File: src/rtl/alu_mul_pkg.sv
package alu_mul_pkg;

  localparam int XLEN   = 64;
  localparam int EXT_W  = XLEN + 2;   // Room for sign of unsigned operands.
  localparam int PP_W   = 2 * XLEN;
  localparam int PP_NUM = EXT_W / 2;  // One Booth digit per bit pair.

  typedef logic [XLEN-1:0]  xlen_t;
  typedef logic [EXT_W-1:0] ext_t;
  typedef logic [PP_W-1:0]  pp_t;

  // Aligned partial products.
  typedef pp_t [PP_NUM-1:0] pp_vec_t;

  typedef enum logic [2:0] {
    MUL    = 3'd0,
    MULH   = 3'd1,
    MULHSU = 3'd2,
    MULHU  = 3'd3,
    MULW   = 3'd4
  } mul_op_e;

  typedef struct packed {
    mul_op_e op;
    xlen_t   rs1;
    xlen_t   rs2;
  } mul_req_t;

  typedef struct packed {
    logic take_high;  // Upper half of the product.
    logic word;       // Sign-extend low 32 bits.
  } mul_sel_t;

  // Stage 1 register.
  typedef struct packed {
    pp_t      sum;
    pp_t      carry;
    mul_sel_t sel;
  } mul_cs_t;

endpackage

File: src/rtl/alu_mul_result_sel.sv
`timescale 1ns/1ps

module alu_mul_result_sel (
  input  alu_mul_pkg::pp_t      sum_i,
  input  alu_mul_pkg::pp_t      carry_i,
  input  alu_mul_pkg::mul_sel_t sel_i,
  output alu_mul_pkg::xlen_t    result_o
);

  alu_mul_pkg::pp_t prod;

  assign prod = sum_i + carry_i;  // Modulo 2^128.

  always_comb begin
    if (sel_i.take_high) begin
      result_o = prod[alu_mul_pkg::PP_W-1:alu_mul_pkg::XLEN];
    end else if (sel_i.word) begin
      result_o = {{(alu_mul_pkg::XLEN-32){prod[31]}}, prod[31:0]};
    end else begin
      result_o = prod[alu_mul_pkg::XLEN-1:0];
    end
  end

endmodule

File: config.mk
export PLATFORM = sky130hd
export DESIGN_NAME = alu_mul_result_sel
export DESIGN_NICKNAME = d
export VERILOG_FILES = /design/src/rtl/alu_mul_pkg.sv /design/src/rtl/alu_mul_result_sel.sv
export SDC_FILE = /design/constraint.sdc
export NUM_CORES = 1
export LEC_CHECK = 0
export BUFFER_PORTS_ARGS = -buffer_cell sky130_fd_sc_hd__buf_2
export CORE_MARGIN = 1
export CORE_UTILIZATION = 40
export DETAILED_ROUTE_END_ITERATION = 12
export MAX_ROUTING_LAYER = met4
export PLACE_DENSITY = 0.7
export RECOVER_POWER = 50
export SLEW_MARGIN = 10
export SYNTH_ARGS = -nofsm -noshare
export SYNTH_HDL_FRONTEND = slang
export SYNTH_SLANG_ARGS = --single-unit
File: constraint.sdc
create_clock -name vclk -period 7.7
set_input_delay 2.31 -clock vclk [all_inputs]
set_output_delay 2.31 -clock vclk [all_outputs]
set_load 0.01 [all_outputs]
# Word level (Yosys, flattened, before mapping)
# Index checks and enable logic that the tools add are counted.
# Widths: inputs -> output; s select.
[totals]
output_inout_bits = 64
inputBits = 258
regBits = 0
elab_cells = 3
[classes]
n_mux = 2
addsub = 1
[op_table]
columns = ["cell", "n"]
rows = [
  ["$add 128x128->128", 1],
  ["$mux 64", 2],
]

# Longest topological paths before layout
# Gate-level depths: netlist of the first run.
[logic_depth]
ltp_word = 3
ltp_mapped = 14
ltp_nobuf = 13

# Least setup slack after synthesis of the first run
# No wires, ideal clock.
[synth_path]
path_kind = "input-to-output"
from = "in sum_i[0]"
to = "out result_o[60]"
t_required_ns = 5.390
cell_stages = 13
n_path_buf = 0
setup_slack_ns = 0.169
t_arrival_ns = 5.221
path_cell_list = "ha_1 > fa_1 > a21oi_1 > o21ai_1 > a21oi_1 > o31a_1 > o41a_1 > a21oi_2 > o2111ai_2 > a21oi_1 > or3_1 > o2111a_1 > a211oi_1"
[synth_between]
elab_chain_len = 3
[synth_rtl]
columns = ["item", "line_no", "rtl"]
rows = [
  ["start, declared", "alu_mul_result_sel.sv:4", "input alu_mul_pkg::pp_t sum_i,"],
  ["$add 128x128->128 (*)", "alu_mul_result_sel.sv:12", "assign prod = sum_i + carry_i;"],
  ["$mux 64", "alu_mul_result_sel.sv:17", "end else if (sel_i.word) begin"],
  ["$mux 64 (*)", "alu_mul_result_sel.sv:15", "if (sel_i.take_high) begin"],
  ["end, declared", "alu_mul_result_sel.sv:7", "output alu_mul_pkg::xlen_t result_o"],
]
# Mark *: on every way between the ends. The rest lies on a longest branch, timed or not.

# Worst setup path after layout of the first run
# Same ends and word-level chain as after synthesis.

==> results.json, run 1 <==
{
  "seq_cells": 0,
  "core.rowCount": 56,
  "placed_cells": 2471,
  "initial_core_util_pct": 40.7,
  "syn_nets": 1883,
  "grt_use_total_pct": 40.4,
  "fin_tns_setup_ns": -2.39,
  "cp_max_fo": 3,
  "syn2layout_area_growth_pct": 73.5,
  "worstSetupEndpointType": "primary output",
  "place_area_sq_um": 14300,
  "postLayoutCellArea_sq_um": 16500,
  "io_pins": 322,
  "path_common_cell": "a21oi_2",
  "drive_gt1_share_pct": 46.5,
  "min_path_type": "input port to primary output",
  "grt_max_degree": 49,
  "outcome": "finished with violations",
  "critPathSlowestCell": "fa_2",
  "first_pass_iters": 5,
  "slew_viol_final": 0,
  "hold_violations": 0,
  "dpl.hpwl_um": 42500,
  "drc": 0,
  "grt_pass1_vias": 13800,
  "slowest_delay_ns": 0.42,
  "synth_cells": 1497,
  "drtIter0Drc": 1204,
  "fp.dieW_um": 156,
  "powerDensity_nw_per_um2": 97.8,
  "routed_via_density": 5.94,
  "fin_crit_sh_pct": 103,
  "ant_nets": 0,
  "layout_commonest_cell": "buf_4",
  "finalNetCount": 2594,
  "regArea_sq_um": 0,
  "peakVddDrop_v": 0.0000622,
  "ys_seq_area_share_pct": 0,
  "die_y_um": 156,
  "vias": 15000,
  "synth_warnings": 0,
  "avgSynthCellArea_sq_um": 6.36,
  "setup_slack_ns": -0.199,
  "syn_area_sq_um": 9520,
  "hold_buffers": 0,
  "violations": "setup timing",
  "coreArea_sq_um": 23400,
  "grt_pass1_wl_um": 74900,
  "portBuffers": 322,
  "final_cell_mix": "buf_4, buf_2, a21oi_1",
  "cp.arrival_ns": 5.59,
  "gr-total-overflow": 0,
  "yosysUniqueCellTypes": 82,
  "maxCapViolCount": 0,
  "drt-total-wl_um": 52100,
  "antenna_found_initial": 1,
  "place_ws_ns": -0.424,
  "max_slew_margin_pct": 45.5,
  "clock.fmax_mhz": 127,
  "gp_congestion": 1.00,
  "wl_per_cell_um": 20.6,
  "clkbuf_count": 0,
  "p_leak_uw": 0.00765,
  "path_class": "input port to primary output",
  "cp.required_ns": 5.39,
  "worstMarginPinSlew_ns": 0.817,
  "rsz0062_at_grt": "yes",
  "finalCriticalPeriod_ns": 7.90,
  "finalSetupViolations": 23,
  "start_kind": "input port",
  "die_area_sq_um": 24400,
  "final_cells": 2526,
  "cp_cell_sequence": "buf_8 -> ha_4 -> fa_2 -> a21oi_4 -> o21ai_2 -> a21oi_2 -> buf_4 -> o31a_1 -> o41a_1 -> a21oi_2 -> o2111ai_2 -> a21oi_2 -> or3_4 -> o2111a_1 -> a211oi_2 -> buf_2",
  "filler_cell_count": 2021
}
-- cell type report --
type	instances	area, sq um	share of cell area (%)
inverter	33	124	0.750
timing repair buffer	800	5490	33.2
multi-input combinational	1373	10500	63.6
tap	319	399	2.42
antenna	1	2.50	0.0152
-- kinds of logic (layout without fill, tap and decap cells) --
kind of cell               Yosys count  count (layout)  share of synthesized area, %
xor gates and xnor gates           116             116                          10.7
other                                0               1                             0
adders and majority gates          128             128                          16.9
buffers and inverters              124             833                          5.69
muxes                               10              10                          1.13
AOI/OAI and AO/OA                  617             617                          40.3
and+or+nand+nor                    502             502                          25.3
-- worst max-delay path, delay by kind of cell --
kind,cells,cell delay (ns)
compound gates,10,1.88
buf+inv,3,0.41
simple gates,1,0.40
fa+ha+maj,2,0.58
-- per-layer routing --
metal	track usage (%)	up-vias	routed length (um)
li1	-	6971	-
met1	53.4	7036	21800
met2	65.3	855	23900
met3	3.54	140	4470
met4	11.5	0	1960
met5	-	-	0
-- stage by stage --
stage          util (%)  power [uW]  hold WS [ns]
6_report           70.6        1620          5.03
2_1_floorplan         -         712          4.86
3_5_place_dp       61.1        1370          5.09
5_1_grt            70.6        1710          5.04
3_3_place_gp       61.1        1360          5.07
4_1_cts            65.6        1460          5.04
-- cells in the mapped netlist (16+ instances only) --
master / n / share of area, %
inv_1: 31 / 1.2
a21o_1: 67 / 5.3
nor2_1: 150 / 5.9
xnor2_1: 61 / 5.6
ha_1: 127 / 17
o21bai_1: 41 / 3.2
nand2_1: 159 / 6.3
a21oi_1: 242 / 13
o21ai_1: 16 / 0.84
clkbuf_1: 59 / 2.3
a31oi_1: 19 / 1.2
buf_2: 24 / 1.3
xor2_1: 55 / 5.1
nand4_1: 74 / 4.9
o21a_1: 22 / 1.7
o21ai_0: 113 / 5.9
-- where the power goes --
group          switching (uW)  internal [uW]
registers                   0              0
logic                     858            757
clock network               0      0.0000174
-- worst paths after layout --
check / from / to / slack [ns] / cells past startpoint
hold / removal: carry_i[0] / result_o[0] / 5.03 / 4
setup / recovery: sum_i[0] / result_o[60] / -0.20 / 16
-- what timing repair did --
item                                    CTS  global route
endpoints found under the setup margin   44            50
pin swaps                                49           109
gates resized for setup                 149           180
buffers inserted                         28            32
Power figures use the tool's default switching activity.
==> run 2: changes to the inputs <==
--- a/config.mk
+++ b/config.mk
@@ -6,11 +6,13 @@
 export NUM_CORES = 1
 export LEC_CHECK = 0
 export BUFFER_PORTS_ARGS = -buffer_cell sky130_fd_sc_hd__buf_2
+export CELL_PAD_IN_SITES_DETAIL_PLACEMENT = 0
+export CELL_PAD_IN_SITES_GLOBAL_PLACEMENT = 2
 export CORE_MARGIN = 1
-export CORE_UTILIZATION = 40
+export CORE_UTILIZATION = 27
 export DETAILED_ROUTE_END_ITERATION = 12
 export MAX_ROUTING_LAYER = met4
-export PLACE_DENSITY = 0.7
+export PLACE_DENSITY = 0.87
 export RECOVER_POWER = 50
 export SLEW_MARGIN = 10
 export SYNTH_ARGS = -nofsm -noshare
==> run 2 against run 1 <==
Against the previous run:
- the flow still finishes with violations (setup timing)
- routed wire length is 2.8% higher
- combinational power is essentially flat
- cell area is 1.9% higher
- die area rose by 47%
- core utilization is 22 points lower
- hold slack hardly changed
- via count shrank 5.5%
- power up 1.3%
- critical path type unchanged
- critical endpoint is now result_o[37]
- largest power group unchanged
==> results.json, run 2 (synthesis gave the netlist of run 1 again) <==
{
  "worstMarginPinSlew_ns": 0.879,
  "peakVddDrop_v": 0.0000569,
  "final_util_pct": 48.6,
  "drt-total-wl_um": 53600,
  "portBuffers": 322,
  "seq_cells": 0,
  "place_ws_ns": -0.419,
  "coreArea_sq_um": 34600,
  "finalCriticalPeriod_ns": 7.84,
  "vias": 14200,
  "worstSetupEndpointType": "primary output",
  "setup_slack_ns": -0.141,
  "violations": "setup timing",
  "regArea_sq_um": 0,
  "dpl.hpwl_um": 46300,
  "wl_per_cell_um": 20.1,
  "gr-total-overflow": 0,
  "cp_cell_sequence": "buf_2 -> ha_1 -> a21o_1 -> a31oi_1 -> o221ai_1 -> a21oi_1 -> o21ai_1 -> a211oi_2 -> nand4_1 -> buf_4 -> a31o_2 -> xor2_2 -> nor2_1 -> a31oi_1 -> buf_4 -> buf_2",
  "layout_commonest_cell": "buf_4",
  "grt_pass1_wl_um": 79600,
  "grt_max_degree": 38,
  "syn2layout_area_growth_pct": 76.9,
  "fp.dieW_um": 190,
  "hold_violations": 0,
  "cp_max_fo": 3,
  "cp.required_ns": 5.39,
  "routed_via_density": 5.31,
  "placed_cells": 2624,
  "total_power_uw": 1640,
  "ant_nets": 0,
  "path_class": "input port to primary output",
  "die_y_um": 190,
  "internal_power_uw": 768,
  "p_leak_uw": 0.00770,
  "outcome": "finished with violations",
  "maxCapViolCount": 0,
  "slowest_delay_ns": 0.41,
  "drc": 0,
  "final_cell_mix": "buf_4, buf_2, a21oi_1",
  "final_cells": 2669,
  "p_comb_share_pct": 100.0,
  "core.rowCount": 68,
  "slew_viol_final": 0,
  "max_slew_margin_pct": 40.8,
  "powerDensity_nw_per_um2": 97.2,
  "netSwitchingPower_uw": 869,
  "drive_gt1_share_pct": 47.5,
  "clkbuf_count": 0,
  "p_sw_share_pct": 53.1,
  "rsz0062_at_grt": "yes",
  "grt_pass1_vias": 14000,
  "io_pins": 322,
  "grt_use_total_pct": 29.2,
  "critPathSlowestCell": "a211oi_2",
  "first_pass_iters": 5,
  "clock.fmax_mhz": 128,
  "fin_crit_sh_pct": 102,
  "finalSetupViolations": 17,
  "antenna_found_initial": 0,
  "finalNetCount": 2601,
  "min_path_type": "input port to primary output",
  "p_clk_share_pct": 0,
  "initial_core_util_pct": 27.5,
  "drtIter0Drc": 917,
  "gp_congestion": 0.961,
  "p_seq_share_pct": 0,
  "cp.arrival_ns": 5.53,
  "start_kind": "input port",
  "die_area_sq_um": 36000,
  "fin_tns_setup_ns": -1.13
}
-- run 2: cell count changes in the layout (fill, tap and decap cells not counted), moves of 6 or more --
| cell | previous run | this run |
|---|---|---|
| a21oi_1 | 197 | 185 |
| ha_1 | 72 | 79 |
| buf_4 | 460 | 472 |
| a21oi_2 | 40 | 54 |
| nand2_2 | 3 | 9 |
| buf_6 | 53 | 45 |
| o21ai_0 | 91 | 83 |
| nand2_1 | 155 | 148 |
| ha_2 | 8 | 1 |
| o21ai_2 | 9 | 15 |
-- run 2: power groups by stage --
stage          logic, uW  clock network, uW  registers [uW]
2_1_floorplan        712                  0               0
3_3_place_gp        1430                  0               0
3_5_place_dp        1420                  0               0
4_1_cts             1540                  0               0
5_1_grt             1750                  0               0
6_report            1640          0.0000174               0
-- run 2: layout make-up --
cell class	count	area (sq um)
antenna	1	2.50
multi-input combinational	1373	10600
tap	455	569
timing repair buffer	807	5520
fill	3574	17800
inverter	33	124
-- run 2: critical path, delay by kind of cell --
kind	cells	cell delay [ns]
simple gates	2	0.28
buf+inv	4	0.57
xor+xnor	1	0.17
fa+ha+maj	1	0.30
compound gates	8	1.89
-- run 2: layer usage --
| layer | GRT usage [%] | vias to the layer above | wire (um) |
|---|---|---|---|
| met5 | - | - | 0 |
| li1 | - | 7001 | - |
| met3 | 0.904 | 41 | 2250 |
| met1 | 39.6 | 6712 | 25100 |
| met2 | 49.1 | 428 | 25300 |
| met4 | 3.82 | 0 | 873 |
-- run 2: final timing paths --
check,slack [ns],cells past startpoint,start,end
worst min-delay path,5.03,4,sum_i[0],result_o[0]
worst max-delay path,-0.14,16,sum_i[62],result_o[37]
-- run 2: stage by stage --
stage / instance area (sq um) / hold WS, ns
6_report: 16800 / 5.03
4_1_cts: 16000 / 5.04
3_3_place_gp: 14600 / 5.06
3_5_place_dp: 14600 / 5.05
5_1_grt: 16800 / 5.05
2_1_floorplan: 9520 / 4.86
-- run 2: what timing repair did --
item | in CTS | in global routing
hold buffers | 0 | 0
gates resized for setup | 202 | 148
setup endpoints to repair | 54 | 46
buffers inserted | 34 | 17
cloned | 0 | 0
pin swaps | 80 | 91
